### config.mk
export PLATFORM = sky130hd
export DESIGN_NAME = bgfetchTop
export DESIGN_NICKNAME = d
export VERILOG_FILES = /design/src/verilog/bgfetch_pkg.sv /design/src/verilog/bgfetchSequencer.sv /design/src/verilog/bgfetchTop.sv /design/src/verilog/bgfetchUcodeRom.sv /design/src/verilog/pixelSerializer.sv /design/src/verilog/tileRowFifo.sv
export VERILOG_INCLUDE_DIRS = /design/src /design/src/verilog
export SDC_FILE = /design/constraint.sdc
export NUM_CORES = 1
export LEC_CHECK = 0
export BUFFER_PORTS_ARGS = -buffer_cell sky130_fd_sc_hd__buf_2
export CAP_MARGIN = 20
export CORE_MARGIN = 2
export CORE_UTILIZATION = 40
export DETAILED_ROUTE_END_ITERATION = 12
export PLACE_DENSITY = 0.65
export SETUP_SLACK_MARGIN = 0.4
export SYNTH_ARGS = -nofsm -noshare
export SYNTH_HDL_FRONTEND = slang
export SYNTH_SLANG_ARGS = --single-unit
### constraint.sdc
create_clock -name clock -period 14.63 [get_ports clock]
set_input_delay 2.926 -clock clock [delete_from_list [all_inputs] [get_ports clock]]
set_output_delay 2.926 -clock clock [all_outputs]
set_load 0.1 [all_outputs]
### src/verilog/bgfetch_params.svh
`ifndef BGFETCH_PARAMS_SVH
`define BGFETCH_PARAMS_SVH

//////////////////////////////////////////////////////////////////////
// VRAM layout seen by the background fetch unit
//////////////////////////////////////////////////////////////////////

// Byte address width of the VRAM port, 8 KB of video memory
`define BGF_ADDR_W 13

// Start of the 32x32 background tile map
`define BGF_MAP_BASE 13'h1800

// Start of the tile data, tiles are 16 bytes each and always unsigned
`define BGF_TILE_BASE 13'h0000

//////////////////////////////////////////////////////////////////////
// Line and buffering geometry
//////////////////////////////////////////////////////////////////////

// Visible tiles on one scanline, 160 pixels
`define BGF_TILES_PER_LINE 20

// Number of 8-pixel blocks held between fetch and serializer
`define BGF_FIFO_DEPTH 4

`endif

### src/verilog/bgfetch_pkg.sv
`include "bgfetch_params.svh"

package bgfetch_pkg;

    // Micro-operations understood by the fetch sequencer
    typedef enum logic [3:0]
    {
        uopNop, uopLoadImm, uopAdd, uopShl, uopInc, uopDec, uopReadVram,
        uopLatch, uopPushBlock, uopJumpNotZero, uopEnd
    } uop_t;

    // Scratch register selects, regNull reads as zero and discards writes
    typedef enum logic [3:0]
    {
        regNull, regCount, regCol, regAddr, regTmp, regData, regLo, regHi,
        regLineRow, regMapRow, regTileBase
    } regSel_t;

    // Third operand slot holds either a register select or an immediate
    typedef union packed
    {
        struct packed
        {
            logic [7:0] pad;
            regSel_t    srcB;
        } b;
        struct packed
        {
            logic [3:0] pad;
            logic [7:0] imm;
        } i;
    } ucodeArg_t;

    // One 24-bit microinstruction word
    typedef struct packed
    {
        uop_t      op;
        regSel_t   dst;
        regSel_t   srcA;
        ucodeArg_t arg;
    } ucode_t;

    // Wishbone classic read request, we is tied low by the master
    typedef struct packed
    {
        logic                   cyc;
        logic                   stb;
        logic [`BGF_ADDR_W-1:0] adr;
    } wbReq_t;

    // Both bit planes of one 8-pixel tile row
    typedef struct packed
    {
        logic [7:0] hi;
        logic [7:0] lo;
    } pixBlock_t;

endpackage

### src/verilog/bgfetchSequencer.sv
`timescale 1ns/10ps
`include "bgfetch_params.svh"

module bgfetchSequencer
(
    input  logic                   clock,
    input  logic                   reset,
    input  logic                   start,
    input  logic [7:0]             line,
    input  logic [4:0]             scrollTile,
    output bgfetch_pkg::wbReq_t    wbReq,
    input  logic [7:0]             wbDat,
    input  logic                   wbAck,
    output logic                   push,
    output bgfetch_pkg::pixBlock_t block,
    input  logic                   full,
    output logic                   busy,
    output logic                   done
);
    import bgfetch_pkg::*;

    localparam int AddrW = `BGF_ADDR_W;
    localparam int NumRegs = 11;

    // Wait covers both an outstanding VRAM read and a push into a full FIFO
    typedef enum logic [1:0] { seqIdle, seqRun, seqWait } seqState_t;

    seqState_t        state;
    logic [4:0]       uPc;
    ucode_t           uop;
    logic [AddrW-1:0] regFile [NumRegs];
    logic [AddrW-1:0] aVal;
    logic [AddrW-1:0] bVal;
    logic [AddrW-1:0] aluOut;
    logic [AddrW-1:0] wrData;
    logic [7:0]       imm;
    logic             wrEn;

    bgfetchUcodeRom ucodeRom
    (
        .uPc (uPc),
        .uop (uop)
    );

    //////////////////////////////////////////////////////////////////////
    // Operand fetch and ALU
    //////////////////////////////////////////////////////////////////////

    assign aVal = (uop.srcA == regNull) ? '0 : regFile[uop.srcA];
    assign bVal = (uop.arg.b.srcB == regNull) ? '0 : regFile[uop.arg.b.srcB];
    assign imm = uop.arg.i.imm;

    always_comb
    begin
        aluOut = '0;
        wrEn = 1'b0;
        case (uop.op)
            uopLoadImm:
            begin
                aluOut = AddrW'(imm);
                wrEn = 1'b1;
            end
            uopAdd:
            begin
                aluOut = aVal + bVal;
                wrEn = 1'b1;
            end
            uopShl:
            begin
                aluOut = aVal << imm[3:0];
                wrEn = 1'b1;
            end
            uopInc:
            begin
                aluOut = aVal + 1'b1;
                wrEn = 1'b1;
            end
            uopDec:
            begin
                aluOut = aVal - 1'b1;
                wrEn = 1'b1;
            end
            uopLatch:
            begin
                aluOut = AddrW'(aVal[7:0]);
                wrEn = 1'b1;
            end
            default:
            begin
                aluOut = '0;
                wrEn = 1'b0;
            end
        endcase
        // Results only retire while running
        if (state != seqRun)
            wrEn = 1'b0;
    end

    // The map is 32 tiles wide, so the column wraps
    assign wrData = (uop.dst == regCol) ? AddrW'(aluOut[4:0]) : aluOut;

    //////////////////////////////////////////////////////////////////////
    // Scratch registers
    //////////////////////////////////////////////////////////////////////

    always_ff @(posedge clock)
    begin
        if (state == seqIdle && start)
        begin
            regFile[regTmp] <= AddrW'(line[7:3]);
            regFile[regLineRow] <= AddrW'(line[2:0]);
            regFile[regData] <= AddrW'(scrollTile);
            regFile[regMapRow] <= `BGF_MAP_BASE;
            regFile[regTileBase] <= `BGF_TILE_BASE;
        end
        else if (state == seqWait && uop.op == uopReadVram && wbAck)
            regFile[regData] <= AddrW'(wbDat);
        else if (wrEn && uop.dst != regNull)
            regFile[uop.dst] <= wrData;
    end

    //////////////////////////////////////////////////////////////////////
    // Micro-program control and Wishbone master
    //////////////////////////////////////////////////////////////////////

    always_ff @(posedge clock)
    begin
        if (reset)
        begin
            state <= seqIdle;
            uPc <= '0;
            wbReq.cyc <= 1'b0;
            wbReq.stb <= 1'b0;
            done <= 1'b0;
        end
        else
        begin
            done <= 1'b0;
            case (state)
                seqIdle:
                begin
                    // A start while busy never reaches this branch
                    if (start)
                    begin
                        uPc <= '0;
                        state <= seqRun;
                    end
                end
                seqRun:
                begin
                    case (uop.op)
                        uopReadVram:
                        begin
                            // Cycle and strobe rise together with a fixed address
                            wbReq.cyc <= 1'b1;
                            wbReq.stb <= 1'b1;
                            wbReq.adr <= regFile[regAddr];
                            state <= seqWait;
                        end
                        uopPushBlock:
                        begin
                            if (full)
                                state <= seqWait;
                            else
                                uPc <= uPc + 1'b1;
                        end
                        uopJumpNotZero:
                            uPc <= (aVal != '0) ? imm[4:0] : uPc + 1'b1;
                        uopEnd:
                        begin
                            state <= seqIdle;
                            done <= 1'b1;
                        end
                        default:
                            uPc <= uPc + 1'b1;
                    endcase
                end
                seqWait:
                begin
                    if (uop.op == uopReadVram)
                    begin
                        // Data is taken with ack, the bus drops the cycle after
                        if (wbAck)
                        begin
                            wbReq.cyc <= 1'b0;
                            wbReq.stb <= 1'b0;
                            uPc <= uPc + 1'b1;
                            state <= seqRun;
                        end
                    end
                    else if (!full)
                    begin
                        uPc <= uPc + 1'b1;
                        state <= seqRun;
                    end
                end
                default:
                    state <= seqIdle;
            endcase
        end
    end

    // Push goes out in the same cycle the FIFO shows room
    assign push = (state != seqIdle) && (uop.op == uopPushBlock) && !full;
    assign block.lo = regFile[regLo][7:0];
    assign block.hi = regFile[regHi][7:0];
    assign busy = (state != seqIdle);

endmodule

### src/verilog/bgfetchTop.sv
`timescale 1ns/10ps

module bgfetchTop
(
    input  logic                clock,
    input  logic                reset,
    input  logic                start,
    input  logic [7:0]          line,
    input  logic [4:0]          scrollTile,
    output bgfetch_pkg::wbReq_t wbReq,
    input  logic [7:0]          wbDat,
    input  logic                wbAck,
    output logic [1:0]          pixel,
    output logic                pixelValid,
    input  logic                pixelReady,
    output logic                busy,
    output logic                done
);
    import bgfetch_pkg::*;

    // Sequencer to FIFO
    logic      push;
    pixBlock_t block;
    logic      full;

    // FIFO to serializer
    pixBlock_t headBlock;
    logic      empty;
    logic      pop;

    bgfetchSequencer sequencer
    (
        .clock      (clock),
        .reset      (reset),
        .start      (start),
        .line       (line),
        .scrollTile (scrollTile),
        .wbReq      (wbReq),
        .wbDat      (wbDat),
        .wbAck      (wbAck),
        .push       (push),
        .block      (block),
        .full       (full),
        .busy       (busy),
        .done       (done)
    );

    tileRowFifo fifo
    (
        .clock     (clock),
        .reset     (reset),
        .push      (push),
        .pushBlock (block),
        .pop       (pop),
        .headBlock (headBlock),
        .full      (full),
        .empty     (empty)
    );

    pixelSerializer serializer
    (
        .clock      (clock),
        .reset      (reset),
        .headBlock  (headBlock),
        .empty      (empty),
        .pop        (pop),
        .pixel      (pixel),
        .pixelValid (pixelValid),
        .pixelReady (pixelReady)
    );

endmodule

### src/verilog/bgfetchUcodeRom.sv
`timescale 1ns/10ps
`include "bgfetch_params.svh"

module bgfetchUcodeRom
(
    input  logic [4:0]          uPc,
    output bgfetch_pkg::ucode_t uop
);
    import bgfetch_pkg::*;

    // Entry of the per-tile loop
    localparam logic [7:0] LoopStart = 8'd6;

    // Word with a register as the third operand
    function automatic ucode_t regOp(uop_t op, regSel_t dst, regSel_t srcA, regSel_t srcB);
        ucode_t word;
        word.op = op;
        word.dst = dst;
        word.srcA = srcA;
        word.arg.b.pad = '0;
        word.arg.b.srcB = srcB;
        return word;
    endfunction

    // Word with an 8-bit immediate as the third operand
    function automatic ucode_t immOp(uop_t op, regSel_t dst, regSel_t srcA, logic [7:0] imm);
        ucode_t word;
        word.op = op;
        word.dst = dst;
        word.srcA = srcA;
        word.arg.i.pad = '0;
        word.arg.i.imm = imm;
        return word;
    endfunction

    //////////////////////////////////////////////////////////////////////
    // Fetch program
    //////////////////////////////////////////////////////////////////////

    // On entry tmp holds line/8, lineRow holds line mod 8, data holds the
    // coarse scroll, mapRow and tileBase hold the VRAM base addresses
    always_comb
    begin
        case (uPc)
            5'd0 : uop = regOp(uopNop, regNull, regNull, regNull);
            // Map row base is mapBase + (line/8)*32
            5'd1 : uop = immOp(uopShl, regTmp, regTmp, 8'd5);
            5'd2 : uop = regOp(uopAdd, regMapRow, regMapRow, regTmp);
            // Each tile row is two bytes
            5'd3 : uop = immOp(uopShl, regLineRow, regLineRow, 8'd1);
            5'd4 : uop = immOp(uopLoadImm, regCount, regNull, 8'(`BGF_TILES_PER_LINE));
            5'd5 : uop = regOp(uopAdd, regCol, regData, regNull);
            // Tile index from the map
            5'd6 : uop = regOp(uopAdd, regAddr, regMapRow, regCol);
            5'd7 : uop = regOp(uopReadVram, regData, regNull, regNull);
            // Tile row address is tileBase + index*16 + lineRow*2
            5'd8 : uop = immOp(uopShl, regTmp, regData, 8'd4);
            5'd9 : uop = regOp(uopAdd, regTmp, regTmp, regLineRow);
            5'd10: uop = regOp(uopAdd, regAddr, regTmp, regTileBase);
            // Low plane first, high plane at the next byte
            5'd11: uop = regOp(uopReadVram, regData, regNull, regNull);
            5'd12: uop = regOp(uopLatch, regLo, regData, regNull);
            5'd13: uop = regOp(uopInc, regAddr, regAddr, regNull);
            5'd14: uop = regOp(uopReadVram, regData, regNull, regNull);
            5'd15: uop = regOp(uopLatch, regHi, regData, regNull);
            5'd16: uop = regOp(uopPushBlock, regNull, regNull, regNull);
            // Next map column, the write back wraps it at 32
            5'd17: uop = regOp(uopInc, regCol, regCol, regNull);
            5'd18: uop = regOp(uopDec, regCount, regCount, regNull);
            5'd19: uop = immOp(uopJumpNotZero, regNull, regCount, LoopStart);
            5'd20: uop = regOp(uopEnd, regNull, regNull, regNull);
            // Unused slots stop the sequencer
            default: uop = regOp(uopEnd, regNull, regNull, regNull);
        endcase
    end

endmodule

### src/verilog/pixelSerializer.sv
`timescale 1ns/10ps

module pixelSerializer
(
    input  logic                   clock,
    input  logic                   reset,
    input  bgfetch_pkg::pixBlock_t headBlock,
    input  logic                   empty,
    output logic                   pop,
    output logic [1:0]             pixel,
    output logic                   pixelValid,
    input  logic                   pixelReady
);

    logic [7:0] hiShift;
    logic [7:0] loShift;
    logic [2:0] bitCount;
    logic       load;
    logic       xfer;

    // A new block is copied only when the previous one is fully sent
    assign load = !pixelValid && !empty;
    assign xfer = pixelValid && pixelReady;

    // The FIFO entry is released with the eighth pixel
    assign pop = xfer && (bitCount == 3'd7);

    // Leftmost pixel sits in bit 7 of both planes
    assign pixel = {hiShift[7], loShift[7]};

    //////////////////////////////////////////////////////////////////////
    // Handshake control
    //////////////////////////////////////////////////////////////////////

    always_ff @(posedge clock)
    begin
        if (reset)
        begin
            pixelValid <= 1'b0;
            bitCount <= '0;
        end
        else if (load)
        begin
            pixelValid <= 1'b1;
            bitCount <= '0;
        end
        else if (xfer)
        begin
            bitCount <= bitCount + 1'b1;
            if (bitCount == 3'd7)
                pixelValid <= 1'b0;
        end
    end

    // Plane shifters hold still while the consumer stalls
    always_ff @(posedge clock)
    begin
        if (load)
        begin
            hiShift <= headBlock.hi;
            loShift <= headBlock.lo;
        end
        else if (xfer)
        begin
            hiShift <= {hiShift[6:0], 1'b0};
            loShift <= {loShift[6:0], 1'b0};
        end
    end

endmodule

### src/verilog/tileRowFifo.sv
`timescale 1ns/10ps
`include "bgfetch_params.svh"

module tileRowFifo
(
    input  logic                   clock,
    input  logic                   reset,
    input  logic                   push,
    input  bgfetch_pkg::pixBlock_t pushBlock,
    input  logic                   pop,
    output bgfetch_pkg::pixBlock_t headBlock,
    output logic                   full,
    output logic                   empty
);
    import bgfetch_pkg::*;

    localparam int Depth = `BGF_FIFO_DEPTH;
    localparam int PtrW = (Depth > 1) ? $clog2(Depth) : 1;
    localparam int CntW = $clog2(Depth + 1);

    pixBlock_t       mem [Depth];
    logic [PtrW-1:0] wrPtr;
    logic [PtrW-1:0] rdPtr;
    logic [CntW-1:0] count;
    logic            doPush;
    logic            doPop;

    // Pointer step with a wrap that also works for odd depths
    function automatic logic [PtrW-1:0] nextPtr(logic [PtrW-1:0] ptr);
        return (ptr == PtrW'(Depth - 1)) ? '0 : ptr + 1'b1;
    endfunction

    // Overflow and underflow requests are dropped here
    assign doPush = push && !full;
    assign doPop = pop && !empty;

    always_ff @(posedge clock)
    begin
        if (doPush)
            mem[wrPtr] <= pushBlock;
    end

    always_ff @(posedge clock)
    begin
        if (reset)
        begin
            wrPtr <= '0;
            rdPtr <= '0;
            count <= '0;
        end
        else
        begin
            if (doPush)
                wrPtr <= nextPtr(wrPtr);
            if (doPop)
                rdPtr <= nextPtr(rdPtr);
            // Simultaneous push and pop leave the occupancy alone
            if (doPush && !doPop)
                count <= count + 1'b1;
            else if (doPop && !doPush)
                count <= count - 1'b1;
        end
    end

    assign headBlock = mem[rdPtr];
    assign full = (count == CntW'(Depth));
    assign empty = (count == '0);

endmodule
==> results_dict.tcl, run 1 <==
set metrics [dict create \
    min-delay-start "sequencer.regFile[3][8]" \
    async_flop_share 0 \
    drtAntennaViolNets 0 \
    gp_routability_congestion 0.958 \
    run_status "complete, no violations" \
    post-route-period-util 0.419 \
    synthesis.area_um2 15000 \
    floorplan.die.height_um 198 \
    dp_hpwl_um 27400 \
    cts_setup_buffers 0 \
    setup_viol_count_final 0 \
    cpPeakStageDelay_ns 0.67 \
    grt_use_total 0.212 \
    design.die.area_um2 39100 \
    drv_slew 0 \
    wirelength_um 41100 \
    cell_row_count 70 \
    path_max_fanout 47 \
    io_buffers 45 \
    clock_transition_at_the_register_clock_pins_on_the_worst_setup_and_hold_paths_after_cts_ns 0.07 \
    cts_max_path_buffers 3 \
    arrival_ns 6.39 \
    worstPathCellList "buf_4 > mux4_2 > o21ai_0 > o21ai_0 > inv_1 > ha_1 > inv_1 > nor3_1 > xnor2_1 > a21oi_1 > ha_1 > inv_1 > a21oi_1 > o21ai_0 > a21oi_1 > o2111a_1 > or3_1 > a211o_1 > a31oi_1 > nor2_1" \
    vias_per_cell 6.07 \
    skew_ns 0.0233 \
    synth.most_common_cell "edfxtp_1" \
    max_cap_viol_count 0 \
    cts_hold_buf 0 \
    leakage_nw 5.79 \
    dr.pass1.iters 6 \
    pre_cts_slack_ns 8.31 \
    globalRoute.totalOverflow 0 \
    timing.critical_path.slowest_stage_cell "buf_4" \
    cts.sinks 278 \
    post_cts.resized_instances 0 \
    dominantRegCellSynth "edfxtp_1" \
    vias 10464 \
    synthToLayoutAreaGrowth_pct 11.9 \
    cts-root-buf "clkbuf_16" \
    cell_types_with_the_highest_counts_after_synthesis "edfxtp_1 (239), nor2_1 (115), nand2_1 (100)" \
    required_ns 14.89 \
    dieWidth_um 198 \
    core_area_um2 36800 \
    ir_worst_vdd_uv 87.7 \
    fmax_mhz 163 \
    post-synth-top-area-fraction 0.478 \
    synth.largest_area_cell "edfxtp_1" \
    first_global_vias 10482 \
    synth_seq_cells 278 \
    tritoncts "done" \
    power_density_nw_per_um2 143 \
    timing_hold_violations_final 0 \
    crit_path_start_kind "register" \
    final_nets 1295 \
    final.setup.worst_slack_ns 8.50 \
    rr_startpoint "sequencer.ucodeRom.uop[0]" \
    grt_antenna_before_repair 0 \
    critPathCaptureType "register" \
    start_util 0.408 \
    worstHoldPathType "reg -> reg" \
    diodes 0 \
    startpoint "sequencer.ucodeRom.uop[0]" \
    totalNegativeSetupSlack_ns 0 \
    path_buf_inv 4 \
    worst_path_dominant_cell_family "compound AO/OA/AOI/OAI gates" \
    post_route_cells_drive_above_1_share 0.215 \
    synth_seq_area_share 0.530 \
    synthTopCellsByArea "edfxtp_1 (48%), mux4_2 (9.2%), dfxtp_1 (5.2%), mux2_2 (3.8%), nor2_1 (2.9%)" \
    timing.max_slew.rel_slack 0.253 \
    post_synth_inst_count 1205 \
    grt_setup_unrepaired "no" \
    synth_enable_flop_cells 239 \
    synth.yosys.warnings 0 \
    top_level_ports 46 \
    avgSynthCellArea_um2 12.5 \
    grt_first_pass_wirelength_um 62900 \
    drtIter0Drc 1045 \
    synth_cell_types 94 \
    design_power_total_mw 2.41 \
    wl_per_cell_um 23.8 \
    tritoncts.num_buffers 30 \
    cts_htree_levels 1 \
    grt_max_degree 48 \
    finalCriticalPeriod_ns 6.13 \
    clock_latency_reported_for_the_late_side_of_the_worst_skew_pair_ns 0.57 \
    detail_route.drc_violations 0 \
    finalHoldWorstSlack_ns 0.485 \
    worst_pin_slew_ns 1.11 \
    worst-setup-path-type "reg -> reg" \
]
## layer usage
layer	track usage	up-vias	share of wire
li1	-	4673	-
met1	0.285	5298	0.42
met2	0.356	426	0.49
met3	0.0310	67	0.069
met4	0.0663	0	0.025
met5	0	-	0
## flip-flops by register name, indices dropped and copies added (netlist names), named ones only
| name | flops |
|---|---|
| serializer.hiShift | 8 |
| fifo.wrPtr | 2 |
| sequencer.uPc | 5 |
| fifo.rdPtr | 2 |
| sequencer.regFile | 146 |
| serializer.pixelValid | 1 |
| sequencer.state | 2 |
| fifo.mem | 64 |
| fifo.count | 3 |
| serializer.bitCount | 3 |
| sequencer.wbReq | 14 |
| sequencer.done | 1 |
| serializer.loShift | 8 |
| sequencer.ucodeRom.uop | 17 |
## path summary, 6_finish.rpt
| check | endpoint | slack [ns] | depth (start not counted) |
|---|---|---|---|
| worst min-delay path | sequencer.wbReq[8] | 0.48 | 0 |
| worst max-delay path | sequencer.regFile[3][12] | 8.50 | 20 |
| worst max register to register | sequencer.regFile[3][12] | 8.50 | 20 |
| worst min register to register | sequencer.wbReq[8] | 0.48 | 0 |
## power by group
group,switching (mW),internal (mW)
sequential,0.0284,0.907
clock,0.331,0.538
combinational,0.355,0.247
## layout make-up
cell class	instances	area (um2)
fillers	3284	20000
flip-flops and latches	278	7970
multi-input cells	805	6520
clock buffers	33	762
well taps	468	586
repair buffers	68	398
clock inverters	23	373
inverters	50	198
## per-stage QoR
stage | instances | cell area [um2] | utilization
final | 1725 | 16800 | 0.457
after global routing | 1725 | 16800 | 0.457
after CTS | 1725 | 16800 | 0.457
after detailed placement | 1669 | 15700 | 0.426
after global placement | 1669 | 15700 | 0.426
after floorplan | 1207 | 15000 | -
## placed cells by master (no fill, tap or decap), types with 26 or more instances in the layout
master / instances
dfxtp_1: 35
clkbuf_16: 30
buf_2: 45
nor3_1: 31
mux2_2: 50
mux2i_1: 36
nor2_1: 115
a21oi_1: 39
ha_1: 34
inv_1: 48
nand2_1: 100
mux4_2: 61
o21ai_0: 42
a221oi_1: 26
edfxtp_1: 239
## cell families (layout without fill, tap and decap cells)
family,count (synthesis),in the layout,share of synthesized area
AOI/OAI and AO/OA,227,227,0.108
xor gates and xnor gates,22,22,0.0128
adders and majority gates,36,36,0.0310
buffers and inverters,124,174,0.0385
DFF,278,278,0.530
muxes,157,157,0.162
other,1,3,0.000250
and+or+nand+nor,360,360,0.117
No activity file was read; power rests on OpenSTA's default activity.
==> run 2: changes to the inputs <==
clock period = 6.03 ns   (was 14.63 ns; I/O delays follow)
==> run 2 against run 1 <==
  * Final cell count up 0.64%
  * Flip-flop and latch count unchanged
  * Sequential power up 140%
  * Critical endpoint is now sequencer.ucodeRom.uop[12]
  * Highest routed layer unchanged
  * Worst hold slack better by 0.0044 ns
  * Sequential share of layout area down 0.14 points
  * Final area up 0.32%
  * Combinational power up 150%
  * Non-clock buffer count up 9
  * Utilization up 0.15 points
  * Register-to-register slack worse by 7.7 ns
  * Die area unchanged
  * Power up 140%
  * Critical path type unchanged
==> results_dict.tcl, run 2 (same netlist as run 1, synthesis figures left out) <==
set metrics [dict create \
    diodes 0 \
    vias_per_cell 6.02 \
    grt_first_pass_wirelength_um 63000 \
    grt_setup_unrepaired "no" \
    gp_routability_congestion 1.01 \
    worstPathCellList "buf_12 > mux2_2 > a221oi_1 > o22ai_1 > nor4_4 > nand4_4 > a2111oi_0 > o41a_1 > ha_1 > a31oi_1 > a21boi_0 > a31oi_1 > o21ai_0 > a211oi_1 > a211oi_1 > o21bai_1" \
    skew_ns 0.0242 \
    core_area_um2 36800 \
    top_level_ports 46 \
    detail_route.drc_violations 0 \
    post_route_cells_drive_above_1_share 0.221 \
    cpPeakStageDelay_ns 0.70 \
    most-common-layout-cells "edfxtp_1 (239), nor2_1 (115), nand2_1 (100)" \
    timing.critical_path.slowest_stage_cell "a2111oi_0" \
    critPathCaptureType "register" \
    cell_row_count 70 \
    dr.pass1.iters 5 \
    globalRoute.totalOverflow 0 \
    dieWidth_um 198 \
    timing.max_slew.rel_slack 0.262 \
    fmax_mhz 190 \
    run_status "complete, no violations" \
    tritoncts "done" \
    cts.sinks 278 \
    largest_reg_flops 146 \
    power_density_nw_per_um2 341 \
    tritoncts.num_buffers 31 \
    synthToLayoutAreaGrowth_pct 12.3 \
    post-route-period-util 0.873 \
    totalNegativeSetupSlack_ns 0 \
    path_buf_inv 1 \
    start_util 0.408 \
    clock_transition_at_the_register_clock_pins_on_the_worst_setup_and_hold_paths_after_cts_ns 0.06 \
    largest_reg_by_ff_count "sequencer.regFile" \
    wirelength_um 41400 \
    cts_max_path_buffers 3 \
    floorplan.die.height_um 198 \
    dpl_cell_area_um2 15700 \
    clock_latency_reported_for_the_late_side_of_the_worst_skew_pair_ns 0.58 \
    leakage_nw 5.93 \
    ir_worst_vdd_uv 250 \
    stdcell_area_um2 16900 \
    grt_use_total 0.213 \
    drtIter0Drc 916 \
    arrival_ns 5.76 \
    timing_hold_violations_final 0 \
    setup_viol_count_final 0 \
    finalCriticalPeriod_ns 5.27 \
    worst_pin_slew_ns 1.10 \
    cts_htree_levels 1 \
    worst_path_dominant_cell_family "compound AO/OA/AOI/OAI gates" \
    cts_hold_buf 0 \
    grt_antenna_before_repair 0 \
    io_buffers 45 \
    grt_max_degree 29 \
    required_ns 6.52 \
    first_global_vias 10263 \
    final_common_cell "edfxtp_1" \
    cts-root-buf "clkbuf_16" \
    wl_per_cell_um 23.9 \
    final_nets 1305 \
    worstHoldPathType "reg -> reg" \
    crit_path_start_kind "register" \
    drtAntennaViolNets 0 \
    path_max_fanout 26 \
    max_cap_viol_count 0 \
    design.die.area_um2 39100 \
    drv_slew 0 \
    dp_hpwl_um 28600 \
    worst-setup-path-type "reg -> reg" \
    vias 10450 \
]
run 2: layer usage:
metal  up-vias  part of all wire  routed length, um  track usage
li1       4699                 -                  -            -
met1      5290              0.43              17700        0.294
met2       396              0.48              19800        0.354
met3        65             0.070               2920       0.0300
met4         0             0.023                971       0.0551
met5         -                 0                  0            0
run 2: layout make-up:
cell class                      instances  area [um2]
Inverter                               50         198
Timing Repair Buffer                   77         498
Fill cell                            3289       19900
Sequential cell                       278        7970
Tap cell                              468         586
Multi-Input combinational cell        805        6530
Clock buffer                           43         877
Clock inverter                         15         198
run 2: repair_timing:
action                                  CTS  global route
buffers inserted                          0             1
gates resized for setup                   0             3
endpoints found under the setup margin    0            28
run 2: worst register-to-register path, delay by kind of cell (launching register included):
| family | cells | cell delay [ns] |
|---|---|---|
| DFF | 1 | 0.64 |
| muxes | 1 | 0.37 |
| AOI/OAI and AO/OA | 11 | 2.81 |
| adders and majority gates | 1 | 0.32 |
| buffers and inverters | 1 | 0.27 |
| and+or+nand+nor | 2 | 0.77 |
run 2: power breakdown:
part,switching (mW),leakage (nW),internal [mW]
registers,0.0837,2.67,2.20
logic,0.890,2.74,0.611
clock network,0.766,0.525,1.19
total,1.74,5.93,4.00
run 2: stage by stage:
stage          power [mW]  instances  hold slack, ns  setup slack [ns]   util
2_1_floorplan        3.40       1207           0.438             0.833      -
5_1_grt              5.99       1736           0.503             0.423  0.458
4_1_cts              5.72       1735           0.476             0.467  0.457
3_5_place_dp         3.76       1677           0.460             0.542  0.428
3_3_place_gp         3.75       1677           0.461             0.644  0.428
6_report             5.74       1736           0.489             0.764  0.458
run 2: final timing paths:
check | to | depth (start not counted) | slack [ns] | startpoint
worst max-delay path | sequencer.ucodeRom.uop[12] | 16 | 0.76 | sequencer.ucodeRom.uop[13]
worst min-delay path | sequencer.wbReq[8] | 0 | 0.49 | sequencer.regFile[3][8]
worst max register to register | sequencer.ucodeRom.uop[12] | 16 | 0.76 | sequencer.ucodeRom.uop[13]
worst min register to register | sequencer.wbReq[8] | 0 | 0.49 | sequencer.regFile[3][8]
==> run 3: changes to the inputs <==
SYNTH_HIERARCHICAL = 1   (was default)
==> run 3 against run 2 <==
  * Worst setup slack better by 0.0075 ns
  * Worst hold slack better by 0.0024 ns
  * Via count is 2.1% lower
  * Register-to-register slack hardly changed
  * Fmax is 0.14% higher
  * Sequential power is 7% lower
  * Final area is 2.1% lower
  * Die area is 2.3% lower
  * Critical endpoint is now sequencer/regFile[9][11]
  * Largest cell class unchanged
  * Highest routed layer unchanged
==> results_dict.tcl, run 3 <==
set metrics [dict create \
    totalNegativeSetupSlack_ns 0 \
    dr.pass1.iters 5 \
    required_ns 6.34 \
    global_route.usage.met3 0.0302 \
    worst-setup-path-type "reg -> reg" \
    worstHoldPathCells 0 \
    tritoncts "done" \
    io_buffers 45 \
    rr_endpoint "sequencer/regFile[9][11]" \
    run_status "complete, no violations" \
    most-common-layout-cells "edfxtp_1 (236), nor2_1 (114), nand2_1 (84)" \
    top_level_ports 46 \
    largest_reg_by_ff_count "sequencer/regFile" \
    timing.reg2reg.setup_slack_ns 0.77 \
    cts-root-buf "clkbuf_16" \
    global_route.peak_usage_layer "met2" \
    drtIter0Drc 947 \
    ir_worst_vdd_uv 283 \
    grt_first_pass_wirelength_um 61400 \
    avgSynthCellArea_um2 12.5 \
    skew_ns 0.0197 \
    detail_route.drc_violations 0 \
    max_cap_viol_count 0 \
    finalCoreUtilization 0.454 \
    leakage_nw 5.62 \
    vias_per_cell 6.02 \
    synthToLayoutAreaGrowth_pct 12.6 \
    setup_viol_count_final 0 \
    cts_max_path_buffers 3 \
    design_power_total_mw 5.94 \
    rr_startpoint "sequencer/uPc[1]" \
    grt_antenna_before_repair 0 \
    drtAntennaViolNets 0 \
    largest_reg_flops 143 \
    finalCriticalPeriod_ns 5.26 \
    final_common_cell "edfxtp_1" \
    crit_path_start_kind "register" \
    floorplan.die.height_um 195 \
    synth.yosys.warnings 6 \
    critPathCaptureType "register" \
    r2r.worst_path.cells 21 \
    wl_per_cell_um 23.8 \
    diodes 0 \
    groute.layer.met2.usage 0.351 \
    cts.sinks 258 \
    wirelength_um 40500 \
    power_density_nw_per_um2 360 \
    cell_row_count 70 \
    dieWidth_um 195 \
    registers_with_the_highest_flip_flop_counts "sequencer/regFile: 143 flops, fifo/mem: 64 flops, sequencer/wbReq: 14 flops" \
    arrival_ns 5.57 \
    post_synth_inst_count 1168 \
    post_route_cells_drive_above_1_share 0.248 \
    cts_hold_buf 0 \
    timing.max_slew.rel_slack 0.330 \
    design.die.area_um2 38200 \
    synthesis.area_um2 14700 \
    grt_use_total 0.213 \
    core_area_um2 36300 \
    cts_htree_levels 1 \
    grtUsageMet1 0.287 \
    clock_transition_at_the_register_clock_pins_on_the_worst_setup_and_hold_paths_after_cts_ns 0.07 \
    fmax_mhz 190 \
    min-delay-start "sequencer/regFile[3][8]" \
    clock_latency_reported_for_the_late_side_of_the_worst_skew_pair_ns 0.59 \
    globalRoute.totalOverflow 0 \
    path_max_fanout 18 \
    grt_max_degree 45 \
    worstHoldPathType "reg -> reg" \
    drv_slew 0 \
    grt_setup_unrepaired "no" \
    tritoncts.num_buffers 28 \
    vias 10228 \
    first_global_vias 10046 \
    final_nets 1271 \
    worst_pin_slew_ns 1.00 \
    start_util 0.403 \
    timing_hold_violations_final 0 \
    dp_hpwl_um 27400 \
    gp_routability_congestion 0.978 \
    post-route-period-util 0.872 \
    min_delay_worst_endpoint "sequencer/wbReq[8]" \
]
-- run 3: how the worst max path moves through the flow --
stage / startpoint / end / slack, ns / depth (start not counted)
after floorplan: sequencer/uPc[0] / sequencer/regFile[11][8] / 0.44 / 20
after global placement: sequencer/uPc[4] / sequencer/regFile[1][12] / 0.30 / 19
after detailed placement: sequencer/uPc[1] / sequencer/regFile[1][12] / 0.17 / 20
after CTS: sequencer/uPc[3] / sequencer/regFile[11][12] / 0.41 / 20
after global routing: sequencer/uPc[1] / sequencer/regFile[6][12] / 0.41 / 24
final: sequencer/uPc[1] / sequencer/regFile[9][11] / 0.77 / 21
-- run 3: worst max-delay path, stage by stage (launching register included) --
cell and delay (ns):
dfxtp_2 0.39, inv_1 0.10, ha_2 0.31, mux2_2 0.27, nand2_1 0.08, o221ai_2 0.25
inv_1 0.19, buf_4 0.34, nor2_1 0.12, o31ai_1 0.76, nor2_1 0.12, nand2_1 0.13
xor2_1 0.17, o21ai_0 0.13, ha_1 0.39, a21o_1 0.20, a21o_1 0.19, nor4_1 0.26
nor4_1 0.08, nor3_1 0.21, buf_4 0.18, nand3_1 0.10
-- run 3: metrics by stage --
stage               area, um2  setup WS, ns  instances  hold slack (ns)
finish                  16500         0.771       1699            0.491
CTS                     16400         0.410       1696            0.498
global route            16500         0.410       1699            0.507
detailed placement      15400         0.172       1642            0.484
floorplan               14700         0.445       1170            0.438
global placement        15400         0.304       1642            0.482
-- run 3: repair_timing --
action | 4_1_cts | 5_1_grt
setup buffers | 2 | 3
pin swaps | 1 | 2
setup endpoints to repair | 22 | 74
gates resized for setup | 4 | 17
cloned | 0 | 0
-- run 3: final cells by class --
cell class / count / area (um2)
clock buffer: 30 / 708
clock inverter: 22 / 283
fill: 3223 / 19800
inverter: 51 / 218
multi-input combinational: 770 / 6520
sequential: 258 / 7530
tap: 468 / 586
timing repair buffer: 100 / 663
-- run 3: power by group --
group | leakage, nW | internal, mW | switching (mW)
logic | 2.85 | 0.830 | 1.14
clock network | 0.480 | 1.08 | 0.757
registers | 2.29 | 2.08 | 0.0565
-- run 3: per-layer routing --
metal	part of all wire	wire length [um]	up-vias
li1	-	-	4543
met1	0.42	16900	5161
met2	0.48	19300	426
met3	0.067	2720	98
met4	0.039	1560	0
met5	0	0	-
